==> config.mk <==
export PLATFORM = sky130hd
export DESIGN_NAME = mem_stage
export DESIGN_NICKNAME = d
export VERILOG_FILES = /design/src/rv_pkg.sv /design/src/mem_stage_pkg.sv /design/src/mem_stage_reg.sv /design/src/store_format.sv /design/src/data_ram.sv /design/src/load_writeback.sv /design/src/mem_stage.sv
export SDC_FILE = /design/constraint.sdc
export NUM_CORES = 2
export LEC_CHECK = 0
export BUFFER_PORTS_ARGS = -buffer_cell sky130_fd_sc_hd__buf_2
export CAP_MARGIN = 20
export CORE_MARGIN = 3
export CORE_UTILIZATION = 55
export DETAILED_ROUTE_END_ITERATION = 12
export PLACE_DENSITY = 0.68
export SETUP_SLACK_MARGIN = 0.1
export SLEW_MARGIN = 15
export SYNTH_ARGS = -nofsm -noshare
export SYNTH_HDL_FRONTEND = slang
export SYNTH_SLANG_ARGS = --single-unit
==> constraint.sdc <==
create_clock -name clk -period 6.92 [get_ports clk]
set_clock_uncertainty 0.05 [all_clocks]
set_input_delay 1.384 -clock clk [delete_from_list [all_inputs] [get_ports clk]]
set_output_delay 1.384 -clock clk [all_outputs]
set_load 0.02 [all_outputs]
==> src/rv_pkg.sv <==
// rv64 register and instruction types, field positions, pc step
package rv_pkg;

    // ********************
    // data path widths
    // ********************

    localparam int XLEN = 64;                    // integer register width

    typedef logic [XLEN-1:0] xword_t;            // register value or address
    typedef logic [31:0]     inst_t;             // one uncompressed instruction
    typedef logic [4:0]      reg_idx_t;          // x0 .. x31

    // ********************
    // instruction fields
    // ********************

    // low bit of each register field in the 32-bit encoding
    localparam int RD_LSB  = 7;                  // rd sits in [11:7]
    localparam int RS2_LSB = 20;                 // rs2 sits in [24:20]

    // link value for jal / jalr
    localparam xword_t INST_STEP = 64'd4;

endpackage

==> src/mem_stage_pkg.sv <==
// memory stage operation codes, data ram geometry, byte lane types
package mem_stage_pkg;

    // ********************
    // operation codes
    // ********************

    typedef logic [3:0] mem_op_t;

    localparam mem_op_t OP_NONE = 4'd0;          // bubble, nothing written
    // loads, signed then unsigned
    localparam mem_op_t OP_LB   = 4'd1;
    localparam mem_op_t OP_LH   = 4'd2;
    localparam mem_op_t OP_LW   = 4'd3;
    localparam mem_op_t OP_LD   = 4'd4;
    localparam mem_op_t OP_LBU  = 4'd5;
    localparam mem_op_t OP_LHU  = 4'd6;
    localparam mem_op_t OP_LWU  = 4'd7;
    // stores
    localparam mem_op_t OP_SB   = 4'd8;
    localparam mem_op_t OP_SH   = 4'd9;
    localparam mem_op_t OP_SW   = 4'd10;
    localparam mem_op_t OP_SD   = 4'd11;
    // register writes that bypass memory
    localparam mem_op_t OP_ALU  = 4'd12;         // alu result
    localparam mem_op_t OP_LINK = 4'd13;         // pc + 4
    localparam mem_op_t OP_CSR  = 4'd14;         // old csr value on src2

    // ********************
    // byte lanes and ram
    // ********************

    typedef logic [7:0] byte_mask_t;             // one bit per byte lane
    typedef logic [2:0] byte_off_t;              // byte within a doubleword

    localparam int RAM_WORDS   = 64;             // doublewords
    localparam int RAM_IDX_LSB = 3;              // word index from addr[8:3]

    typedef logic [$clog2(RAM_WORDS)-1:0] ram_idx_t;

endpackage

==> src/mem_stage_reg.sv <==
// execute to memory pipeline register, stalls on ready level
`timescale 1ns/10ps

module mem_stage_reg (
    input  logic                   clk,
    input  logic                   rst,
    input  logic                   ready_out,     // downstream can take the held item
    input  logic                   valid_in,
    input  rv_pkg::xword_t         pc_in,
    input  rv_pkg::inst_t          inst_in,
    input  mem_stage_pkg::mem_op_t op_in,
    input  rv_pkg::xword_t         alu_in,        // address for loads and stores
    input  rv_pkg::xword_t         src2_in,       // store data or csr old value
    output logic                   stage_valid,
    output rv_pkg::xword_t         stage_pc,
    output rv_pkg::inst_t          stage_inst,
    output mem_stage_pkg::mem_op_t stage_op,
    output rv_pkg::xword_t         stage_alu,
    output rv_pkg::xword_t         stage_src2
);

    import mem_stage_pkg::*;

    // ********************
    // stage register
    // ********************

    // single register between ex and mem
    // holds everything while ready_out is low
    always_ff @(posedge clk) begin
        if (rst) begin
            stage_valid <= 1'b0;
            stage_pc    <= '0;
            stage_inst  <= '0;
            stage_op    <= OP_NONE;
            stage_alu   <= '0;
            stage_src2  <= '0;
        end else if (ready_out) begin
            stage_valid <= valid_in;
            stage_pc    <= pc_in;
            stage_inst  <= inst_in;
            stage_op    <= op_in;
            stage_alu   <= alu_in;
            stage_src2  <= src2_in;
        end
        // else hold, the same item stays in mem
    end

endmodule

==> src/store_format.sv <==
// store side: rs2 forwarding from wb, lane alignment, byte mask
`timescale 1ns/10ps

module store_format (
    input  logic                       stage_valid,
    input  rv_pkg::inst_t              stage_inst,
    input  mem_stage_pkg::mem_op_t     stage_op,
    input  rv_pkg::xword_t             stage_alu,     // store address
    input  rv_pkg::xword_t             stage_src2,    // store data from ex
    input  logic                       wb_valid,      // wb instruction writes wb_rd
    input  rv_pkg::reg_idx_t           wb_rd,
    input  rv_pkg::xword_t             wb_wdata,
    output logic                       ram_we,
    output mem_stage_pkg::ram_idx_t    ram_idx,
    output rv_pkg::xword_t             ram_wdata,
    output mem_stage_pkg::byte_mask_t  ram_wmask
);

    import rv_pkg::*;
    import mem_stage_pkg::*;

    reg_idx_t  rs2;
    logic      is_store;
    logic      fwd_hit;
    xword_t    src2_fwd;
    byte_off_t off;

    assign rs2 = stage_inst[RS2_LSB +: $bits(reg_idx_t)];
    assign off = stage_alu[$bits(byte_off_t)-1:0];

    always_comb begin
        case (stage_op)
            OP_SB, OP_SH, OP_SW, OP_SD: is_store = 1'b1;
            default:                    is_store = 1'b0;
        endcase
    end

    // ********************
    // rs2 forwarding
    // ********************

    // wb result not yet in the register file, x0 never forwards
    assign fwd_hit  = stage_valid && is_store && wb_valid && (rs2 != '0) && (wb_rd == rs2);
    assign src2_fwd = fwd_hit ? wb_wdata : stage_src2;

    // ********************
    // lane placement
    // ********************

    assign ram_we  = stage_valid && is_store;
    assign ram_idx = stage_alu[RAM_IDX_LSB +: $bits(ram_idx_t)];   // upper addr bits wrap

    always_comb begin
        ram_wdata = '0;
        ram_wmask = '0;
        case (stage_op)
            OP_SB: begin
                ram_wdata = xword_t'(src2_fwd[7:0]) << {off, 3'b000};
                ram_wmask = byte_mask_t'(8'h01) << off;
            end
            OP_SH: begin
                // a half at offset 7 would cross the doubleword so nothing is written
                if (off != 3'd7) begin
                    ram_wdata = xword_t'(src2_fwd[15:0]) << {off, 3'b000};
                    ram_wmask = byte_mask_t'(8'h03) << off;
                end
            end
            OP_SW: begin
                if (off[2]) begin                   // upper word
                    ram_wdata = {src2_fwd[31:0], 32'h0};
                    ram_wmask = 8'hf0;
                end else begin
                    ram_wdata = {32'h0, src2_fwd[31:0]};
                    ram_wmask = 8'h0f;
                end
            end
            OP_SD: begin
                ram_wdata = src2_fwd;
                ram_wmask = '1;                     // all eight lanes
            end
            default: begin
                ram_wdata = '0;
                ram_wmask = '0;
            end
        endcase
    end

endmodule

==> src/data_ram.sv <==
// 64 doubleword data ram, byte masked sync write, async read
`timescale 1ns/10ps

module data_ram (
    input  logic                       clk,
    input  logic                       ram_we,
    input  mem_stage_pkg::ram_idx_t    ram_idx,     // write index
    input  rv_pkg::xword_t             ram_wdata,   // already lane aligned
    input  mem_stage_pkg::byte_mask_t  ram_wmask,
    input  mem_stage_pkg::ram_idx_t    rd_idx,      // read index
    output rv_pkg::xword_t             ram_rdata
);

    import rv_pkg::*;
    import mem_stage_pkg::*;

    xword_t mem [RAM_WORDS];                        // contents undefined until written

    // ********************
    // write port
    // ********************

    // only lanes with a mask bit change
    always_ff @(posedge clk) begin
        if (ram_we) begin
            for (int i = 0; i < $bits(byte_mask_t); i++) begin
                if (ram_wmask[i]) begin
                    mem[ram_idx][8*i +: 8] <= ram_wdata[8*i +: 8];
                end
            end
        end
    end

    // ********************
    // read port
    // ********************

    // combinational, a load right after a store sees the new bytes
    assign ram_rdata = mem[rd_idx];

endmodule

==> src/load_writeback.sv <==
// load extraction and extension, register write back select, output gating
`timescale 1ns/10ps

module load_writeback (
    input  logic                    stage_valid,
    input  rv_pkg::xword_t          stage_pc,
    input  rv_pkg::inst_t           stage_inst,
    input  mem_stage_pkg::mem_op_t  stage_op,
    input  rv_pkg::xword_t          stage_alu,     // load address or alu result
    input  rv_pkg::xword_t          stage_src2,    // csr old value
    input  rv_pkg::xword_t          ram_rdata,
    output mem_stage_pkg::ram_idx_t rd_idx,
    output logic                    valid_out,
    output rv_pkg::xword_t          pc_out,
    output rv_pkg::inst_t           inst_out,
    output logic                    reg_wr_wen,
    output rv_pkg::reg_idx_t        reg_wr_id,
    output rv_pkg::xword_t          reg_wr_value
);

    import rv_pkg::*;
    import mem_stage_pkg::*;

    byte_off_t   off;
    xword_t      shifted;
    logic [7:0]  ld_byte;
    logic [15:0] ld_half;
    logic [31:0] ld_word;
    xword_t      ld_value;
    logic        wen;
    xword_t      wdata;

    assign rd_idx = stage_alu[RAM_IDX_LSB +: $bits(ram_idx_t)];
    assign off    = stage_alu[$bits(byte_off_t)-1:0];

    // ********************
    // load extraction
    // ********************

    assign shifted = ram_rdata >> {off, 3'b000};              // addressed byte to lane 0
    assign ld_byte = shifted[7:0];
    assign ld_half = (off == 3'd7) ? 16'h0 : shifted[15:0];   // crossing half reads zero
    assign ld_word = off[2] ? ram_rdata[63:32] : ram_rdata[31:0];

    always_comb begin
        case (stage_op)
            OP_LB:   ld_value = {{(XLEN-8){ld_byte[7]}}, ld_byte};
            OP_LH:   ld_value = {{(XLEN-16){ld_half[15]}}, ld_half};
            OP_LW:   ld_value = {{(XLEN-32){ld_word[31]}}, ld_word};
            OP_LBU:  ld_value = xword_t'(ld_byte);
            OP_LHU:  ld_value = xword_t'(ld_half);
            OP_LWU:  ld_value = xword_t'(ld_word);
            OP_LD:   ld_value = ram_rdata;
            default: ld_value = '0;
        endcase
    end

    // ********************
    // write back select
    // ********************

    always_comb begin
        wen   = 1'b1;
        wdata = '0;
        case (stage_op)
            OP_LB, OP_LH, OP_LW, OP_LD,
            OP_LBU, OP_LHU, OP_LWU: wdata = ld_value;
            OP_ALU:                 wdata = stage_alu;
            OP_LINK:                wdata = stage_pc + INST_STEP;   // return address
            OP_CSR:                 wdata = stage_src2;
            default:                wen   = 1'b0;                   // stores and bubbles
        endcase
    end

    // everything reads zero when the stage is empty
    assign valid_out    = stage_valid;
    assign pc_out       = stage_valid ? stage_pc : '0;
    assign inst_out     = stage_valid ? stage_inst : '0;
    assign reg_wr_wen   = stage_valid && wen;
    assign reg_wr_id    = stage_valid ? stage_inst[RD_LSB +: $bits(reg_idx_t)] : '0;
    assign reg_wr_value = stage_valid ? wdata : '0;

endmodule

==> src/mem_stage.sv <==
// memory stage top: stage register, store format, data ram, load and write back
`timescale 1ns/10ps

module mem_stage (
    input  logic                   clk,
    input  logic                   rst,
    // from execute
    input  logic                   valid_in,
    output logic                   ready_in,
    input  rv_pkg::xword_t         pc_in,
    input  rv_pkg::inst_t          inst_in,
    input  mem_stage_pkg::mem_op_t op_in,
    input  rv_pkg::xword_t         alu_in,
    input  rv_pkg::xword_t         src2_in,
    // to and from write back
    output logic                   valid_out,
    input  logic                   ready_out,
    output rv_pkg::xword_t         pc_out,
    output rv_pkg::inst_t          inst_out,
    input  logic                   wb_valid,
    input  rv_pkg::reg_idx_t       wb_rd,
    input  rv_pkg::xword_t         wb_wdata,
    // register file write
    output logic                   reg_wr_wen,
    output rv_pkg::reg_idx_t       reg_wr_id,
    output rv_pkg::xword_t         reg_wr_value
);

    import rv_pkg::*;
    import mem_stage_pkg::*;

    logic       stage_valid;
    xword_t     stage_pc;
    inst_t      stage_inst;
    mem_op_t    stage_op;
    xword_t     stage_alu;
    xword_t     stage_src2;
    logic       ram_we;
    ram_idx_t   ram_idx;
    xword_t     ram_wdata;
    byte_mask_t ram_wmask;
    ram_idx_t   rd_idx;
    xword_t     ram_rdata;

    assign ready_in = ready_out;                   // no internal stall source

    mem_stage_reg u_stage_reg (
        .clk, .rst, .ready_out, .valid_in, .pc_in, .inst_in, .op_in, .alu_in, .src2_in,
        .stage_valid, .stage_pc, .stage_inst, .stage_op, .stage_alu, .stage_src2
    );

    store_format u_store_format (
        .stage_valid, .stage_inst, .stage_op, .stage_alu, .stage_src2,
        .wb_valid, .wb_rd, .wb_wdata,
        .ram_we, .ram_idx, .ram_wdata, .ram_wmask
    );

    data_ram u_data_ram (
        .clk, .ram_we, .ram_idx, .ram_wdata, .ram_wmask, .rd_idx, .ram_rdata
    );

    load_writeback u_load_writeback (
        .stage_valid, .stage_pc, .stage_inst, .stage_op, .stage_alu, .stage_src2,
        .ram_rdata, .rd_idx, .valid_out, .pc_out, .inst_out,
        .reg_wr_wen, .reg_wr_id, .reg_wr_value
    );

endmodule

**Yosys cells after proc, flatten, opt, wreduce, memory -nomap -nowiden**

Memories as Yosys holds them, arrays and structs flattened. A register that Yosys moved wholly into a read port is not among the register bits.
Index checks and enable logic that the tools add are counted.

- Memories: 1
- Register bits: 229
- Input bits: 302
- Word-level logic and storage cells: 82
- Bits in writable memories: 4,096

Memory list:

| memory | depth | bits a word | rd ports | clocked after Yosys merged registers in | write ports | line | RTL |
|---|---|---|---|---|---|---|---|
| u_data_ram.mem | 64 | 64 | 1 | 1 | 1 | data_ram.sv:17 | `xword_t mem [RAM_WORDS];` |

- Add/subtract/negate cells: 1
- Multiplexer cells: 43
- Equal/unequal tests: 17
- Shift operators: 5
- Reductions and logical operators: 9

Operator list:

| kind | count |
|---|---|
| case mux 64 bit (4 select lines) | 2 |
| case mux 64 bit (7 select lines) | 1 |
| two-way mux 64 bit | 5 |
| adder 64 x 3 -> 64 bit (second input constant) | 1 |
| two-way mux 32 bit | 2 |
| left shift 16 x 6 -> 64 bit | 1 |
| left shift 8 x 6 -> 64 bit | 1 |
| right shift 64 x 6 -> 16 bit | 1 |
| case mux 8 bit (4 select lines) | 1 |
| == test 4 bit (second input constant) | 7 |
| two-way mux 1 bit | 26 |
| == test 4 x 3 -> 1 bit (second input constant) | 4 |
| two-way mux 16 bit | 1 |
| two-way mux 8 bit | 2 |
| two-way mux 6 bit | 2 |
| OR reduction 10 bit | 1 |
| == test 4 x 2 -> 1 bit (second input constant) | 2 |
| left shift 1 x 3 -> 8 bit (first input constant) | 1 |
| left shift 2 x 3 -> 8 bit (first input constant) | 1 |
| OR reduction 7 bit | 1 |
| == test 5 bit | 1 |
| logical AND 1 bit | 5 |
| two-way mux 5 bit | 1 |
| nonzero test 5 bit | 1 |
| other kinds (4) | 4 |

**Depth between registers and ports, before layout**

- Word-level depth: 11
- Mapped depth: 17
- Gate-level depth less buffers: 9

**Hierarchy**

Synthesis repeated with hierarchy kept, for this count alone.

- Cell total of the unflattened synthesis: 8,858
- Area, all modules: 172,650.6 sq um

By module, submodules not included:

| module | instances | cells an instance | area an instance (sq um) | sequential area each (sq um) |
|---|---|---|---|---|
| data_ram | 1 | 7,013 | 156,558.9 | 122,998.0 |
| mem_stage_reg | 1 | 738 | 8,320.5 | 4,584.4 |
| load_writeback | 1 | 723 | 5,046.1 | 0.0 |
| store_format | 1 | 383 | 2,717.6 | 0.0 |
| mem_stage | 1 | 1 | 7.5 | 0.0 |

**Least setup slack after synthesis**

No wires, ideal clock.

- Path type: input port to flip-flop
- From: in wb_rd[4]
- To: mem u_data_ram.mem[0][39] (netlist bit) (data pin)
- Arrival: 5,426 ps
- Cell stages on the path: 8
- Path slack: 742 ps
- Required time: 6,168 ps
- Cell sequence: nor3_1 a21oi_1 nor3_1 buf_2 buf_2 buf_1 mux2i_1 o21ai_0

- Word-level cells in the longest chain between the ends: 6
- Elaborated cells between the ends (all ways): 8
- Those cells by class: eq/ne: 1; shift: 2; mux: 4; reduce/logical: 1

Ends and longest elaborated chain:

| element | line | RTL |
|---|---|---|
| from (decl) | mem_stage.sv:21 | `input rv_pkg::reg_idx_t wb_rd,` |
| == test 5 bit * | store_format.sv:43 | `assign fwd_hit = stage_valid && is_store && wb_valid && (rs2 != '0) && (wb_rd == rs2);` |
| logical AND 1 bit * | store_format.sv:43 |  |
| two-way mux 64 bit * | store_format.sv:44 | `assign src2_fwd = fwd_hit ? wb_wdata : stage_src2;` |
| left shift 16 x 6 -> 64 bit | store_format.sv:64 | `ram_wdata = xword_t'(src2_fwd[15:0]) << {off, 3'b000};` |
| two-way mux 64 bit | store_format.sv:63 | `if (off != 3'd7) begin` |
| case mux 64 bit (4 select lines) * | store_format.sv:56 | `case (stage_op)` |
| net ram_wdata[39] | mem_stage.sv:40 | `xword_t ram_wdata;` |
| to (decl) | data_ram.sv:17 |  |

The timed path passes the listed nets; every way through them passes the cells marked *.

==> impl_results.rst <==
.. list-table::
   :header-rows: 1

   * - Metric
     - Value
   * - Outcome
     - finished with violations
   * - Violated checks
     - negative setup slack
   * - Worst hold-check path type
     - reg2reg
   * - FILL cells
     - 21174
   * - Gate count after technology mapping
     - around 9000
   * - Max transition margin
     - roughly 14%
   * - Part of the power in combinational logic
     - 5.3%
   * - GPL Wtd Cong
     - 1.017
   * - Die extent in x
     - between 500 and 600 um
   * - CTS max path bufs
     - 4
   * - Clock tree root driver cell
     - sky130_fd_sc_hd__clkbuf_16
   * - Worst-path maximum fanout
     - 22
   * - Number of maximum-capacitance constraint violations
     - 0
   * - Clock buffers created by TritonCTS
     - 430
   * - Biggest area consumer among synthesized cells
     - sky130_fd_sc_hd__edfxtp_1
   * - Chip Height
     - about 570 um
   * - Synth warn
     - 0
   * - Number of placed cells counting well taps
     - 13450
   * - FFs w/ async S/R, synth
     - 0%
   * - Source of the worst register-to-register timing path
     - u_stage_reg.stage_op[3]$_SDFFE_PP0P_
   * - VDD IR-drop max
     - 0.2447 mV
   * - Dominant register cell in the synthesized netlist
     - sky130_fd_sc_hd__edfxtp_1
   * - Transition at the pin with the smallest max-transition slack
     - about 1.3 ns
   * - Crit end category
     - primary output
   * - Total count of max-transition violations in the final report
     - 0
   * - Power per Cell Area
     - 275.2 mW/mm^2
   * - Placeable core region
     - about 0.31 sq mm
   * - End-of-flow core utilization
     - around 64%
   * - Row count
     - 205
   * - Sum of overflow across all layers after global routing
     - 0
   * - Area growth from synthesis to layout
     - 14.99%
   * - DRC violation count after routing
     - 0
   * - Data arrival at the endpoint of the critical path
     - between 5 and 6 ns
   * - Portion of synthesized cell area occupied by the leading cell type
     - a little under three quarters
   * - Setup slack after layout
     - -0.1080 ns
   * - Global router's overall resource usage
     - 36.19%
   * - Wire length per cell after detailed routing
     - slightly above 40 um
   * - Netlist area before placement
     - around 0.17 sq mm
   * - Leakage dissipation
     - roughly 53 nW
   * - Clock-pin slew on the worst setup and hold paths
     - approximately 0.060 ns
   * - Synth Register Bits
     - around 4300
   * - Maximum number of pins on one net before global-route repair
     - about 140
   * - Highest attainable clock frequency
     - ~0.14 GHz
   * - Total routed wirelength
     - around 590000 um
   * - TritonCTS clock tree
     - done
   * - Vias
     - roughly 100k
   * - Sequential fraction of design power
     - 52.2%
   * - Net count after synthesis
     - around 9300
   * - Total net switching power
     - about 12 mW
   * - Hold path start
     - u_stage_reg.stage_inst[12]$_SDFFE_PP0P_
   * - Startpoint type of the worst setup path
     - flop
   * - Average cell area after synthesis
     - around 19 sq um
   * - Setup CP Type
     - reg2out
   * - Number of setup violations in the final report
     - 1
   * - Final instance area
     - 0.1984 sq mm
   * - Vias in the first global route
     - between 90000 and 100k
   * - Post-layout minimum cycle time
     - 7.028 ns
   * - Data required time of the critical path
     - 5.49 ns
   * - Number of distinct library cells after synthesis
     - just over 70
   * - Vias per cell
     - 6.953
   * - Switching power as a share of total power
     - between 20% and 30%
   * - Wire length of the first global-routing pass
     - approximately 800000 um
   * - H-tree Lvls
     - 5
   * - Final std cells w/o fill
     - around 14000
   * - Post-detailed-route count of antenna-violating nets
     - 0
   * - Number of buffer cells added on primary ports
     - 469
   * - Share of layout cells above drive strength 1
     - 28.44%
   * - Initial core utilization
     - a little under three fifths
   * - Placed Instance Area
     - 0.1827 sq mm
   * - Number of flops mapped to enable cells by yosys
     - between 4000 and 5000
   * - Internal power of the cells
     - about 42 mW
   * - Placed wire-length estimate
     - roughly 390000 um
   * - Clock network fraction of design power
     - between 40% and 50%
   * - Share of synthesized area occupied by flip-flops and latches
     - between 70 and 80%
   * - Iteration-0 DRC Markers
     - around 17000
   * - Die Footprint
     - around 0.32 sq mm
   * - Share of the clock period used by the worst path
     - 101.6%
   * - Final Hold Fails
     - 0
   * - Total number of nets in the final design
     - between 10000 and 15000
   * - Largest cells by area after synthesis
     - sky130_fd_sc_hd__edfxtp_1, sky130_fd_sc_hd__mux4_2, sky130_fd_sc_hd__mux2i_1
   * - TritonCTS sink count
     - 4331
   * - Number of search-and-repair iterations in the first detailed-routing pass
     - 7
   * - IO Pins
     - 470
   * - RSZ-0062 raised after global routing
     - yes
   * - Number of antenna violations at the first check in global routing
     - 78
   * - Insertion delay to the later sink of the worst-skew pair
     - 1.01 ns
cell type report:
cell class,count,area [sq um],share of cell area [%]
sequential,4331,127700,64.38
clock inverter,263,2574,1.297
inverter,18,70.07,0.03532
clock buffer,533,11380,5.735
antenna,101,252.7,0.1274
timing repair buffer,1010,7735,3.899
multi-input combinational,4034,43480,21.92
tap,4140,5180,2.611
stage by stage:
step           TNS (ns)  hold WS, ns  power [mW]  setup WS, ns
2_1_floorplan         0       0.4015       30.34        0.7419
3_3_place_gp          0       0.4155       31.72        0.2881
3_5_place_dp          0       0.4260       31.74        0.3643
4_1_cts               0       0.4409       54.53       0.04765
5_1_grt               0       0.4660       55.77       0.08184
6_report        -0.1080       0.4383       54.59       -0.1080
logic make-up after synthesis:
group / Yosys count / synth area share, %
multiplexers: 1527 / 16.20
adder cells (fa/ha/maj): 5 / 0.03626
buffers and inverters: 593 / 1.693
AO/OA/AOI/OAI: 988 / 4.151
XOR/XNOR: 63 / 0.3198
flip-flops: 4331 / 74.02
AND/OR/NAND/NOR: 1449 / 3.587
sequential cells by signal (all words and copies together) (netlist names), named ones only:
signal                   flops
u_data_ram.mem            4096
u_stage_reg.stage_alu       64
u_stage_reg.stage_pc        64
u_stage_reg.stage_src2      64
u_stage_reg.stage_inst      32
u_stage_reg.stage_op         4
u_stage_reg.stage_valid      1
cells in the mapped netlist, types with 69 or more instances:
| library cell | n |
|---|---|
| sky130_fd_sc_hd__a22oi_1 | 273 |
| sky130_fd_sc_hd__edfxtp_1 | 4096 |
| sky130_fd_sc_hd__o21ai_0 | 127 |
| sky130_fd_sc_hd__buf_2 | 108 |
| sky130_fd_sc_hd__nand2_1 | 237 |
| sky130_fd_sc_hd__o22ai_1 | 95 |
| sky130_fd_sc_hd__nor2_1 | 877 |
| sky130_fd_sc_hd__a21oi_1 | 109 |
| sky130_fd_sc_hd__mux2i_1 | 509 |
| sky130_fd_sc_hd__nand3_1 | 69 |
| sky130_fd_sc_hd__mux4_2 | 1011 |
| sky130_fd_sc_hd__and2_1 | 110 |
| sky130_fd_sc_hd__clkbuf_1 | 306 |
| sky130_fd_sc_hd__dfxtp_1 | 235 |
timing repair:
action                                  in CTS  in global routing
pin swaps                                    3                 12
endpoints found under the setup margin      64                 63
endpoints found under the hold margin        0                  0
resized for setup                           29                 61
hold buffers                                 0                  0
cloned                                       5                  7
setup buffers                               15                 36
metal layers:
metal  global-route usage, %  wire length [um]  vias to the layer above
met4                   22.76             42980                       32
met1                   47.62            204400                    52147
met5                  0.4165               360                        -
li1                        -                 -                    38681
met3                   11.98             77940                     1488
met2                   52.39            261000                     7979
placed cells by master (no fill, tap or decap), types with 18 or more instances in the layout:
cell type | Yosys | final
sky130_fd_sc_hd__o21ai_4 | 0 | 29
sky130_fd_sc_hd__dfxtp_1 | 235 | 226
sky130_fd_sc_hd__nor3_1 | 37 | 26
sky130_fd_sc_hd__and2_1 | 110 | 106
sky130_fd_sc_hd__xnor2_1 | 39 | 39
sky130_fd_sc_hd__buf_12 | 0 | 59
sky130_fd_sc_hd__o22ai_1 | 95 | 82
sky130_fd_sc_hd__nor2_1 | 877 | 846
sky130_fd_sc_hd__a21oi_1 | 109 | 105
sky130_fd_sc_hd__nand2_2 | 0 | 57
sky130_fd_sc_hd__clkbuf_1 | 306 | 86
sky130_fd_sc_hd__clkinv_1 | 5 | 103
sky130_fd_sc_hd__o21ai_0 | 127 | 96
sky130_fd_sc_hd__buf_6 | 43 | 20
sky130_fd_sc_hd__diode_2 | 0 | 101
sky130_fd_sc_hd__nand3_1 | 69 | 67
sky130_fd_sc_hd__a222oi_1 | 34 | 34
sky130_fd_sc_hd__buf_4 | 63 | 434
sky130_fd_sc_hd__buf_2 | 108 | 466
sky130_fd_sc_hd__clkinv_2 | 0 | 77
sky130_fd_sc_hd__xor2_1 | 24 | 24
sky130_fd_sc_hd__nand4_1 | 28 | 28
sky130_fd_sc_hd__bufinv_16 | 0 | 35
sky130_fd_sc_hd__clkbuf_16 | 0 | 444
sky130_fd_sc_hd__a22o_1 | 68 | 68
sky130_fd_sc_hd__nand2_1 | 237 | 179
sky130_fd_sc_hd__clkinvlp_4 | 0 | 20
sky130_fd_sc_hd__mux4_2 | 1011 | 1011
sky130_fd_sc_hd__edfxtp_1 | 4096 | 4096
sky130_fd_sc_hd__mux2i_2 | 0 | 19
sky130_fd_sc_hd__mux2i_1 | 509 | 487
sky130_fd_sc_hd__a31oi_1 | 18 | 18
sky130_fd_sc_hd__o22a_1 | 35 | 35
sky130_fd_sc_hd__a221oi_1 | 65 | 57
sky130_fd_sc_hd__a22oi_1 | 273 | 273
worst max-delay path, cell delays in order (launching register included):
cell                       delay (ns)
sky130_fd_sc_hd__dfxtp_2         0.52
sky130_fd_sc_hd__nor2b_4         1.06
sky130_fd_sc_hd__buf_4           0.53
sky130_fd_sc_hd__a22oi_1         0.20
sky130_fd_sc_hd__a21oi_1         0.46
sky130_fd_sc_hd__a211oi_2        0.16
sky130_fd_sc_hd__o2bb2a_1        0.40
sky130_fd_sc_hd__nand2_1         0.07
sky130_fd_sc_hd__o21ai_0         0.09
sky130_fd_sc_hd__o21ai_0         0.73
sky130_fd_sc_hd__buf_2           0.31
power by group through the flow:
stage | Clock, mW | Sequential [mW] | Combinational (mW)
floorplan | 0 | 29.0 | 1.38
global placement | 0 | 29.1 | 2.65
detailed placement | 0 | 29.1 | 2.66
CTS | 23.3 | 28.5 | 2.73
global route | 24.3 | 28.5 | 2.94
finish | 23.2 | 28.5 | 2.90
path summary, 6_finish.rpt:
path                                             endpoint  slack (ns)  cells after the start
hold reg to reg   u_stage_reg.stage_inst[12]$_SDFFE_PP0P_        0.44                      2
hold / removal    u_stage_reg.stage_inst[12]$_SDFFE_PP0P_        0.44                      2
setup / recovery                          reg_wr_value[1]       -0.11                     10
setup reg to reg         u_data_ram.mem[31][48]$_DFFE_PP_        1.61                     10
Power figures use the tool's default switching activity.
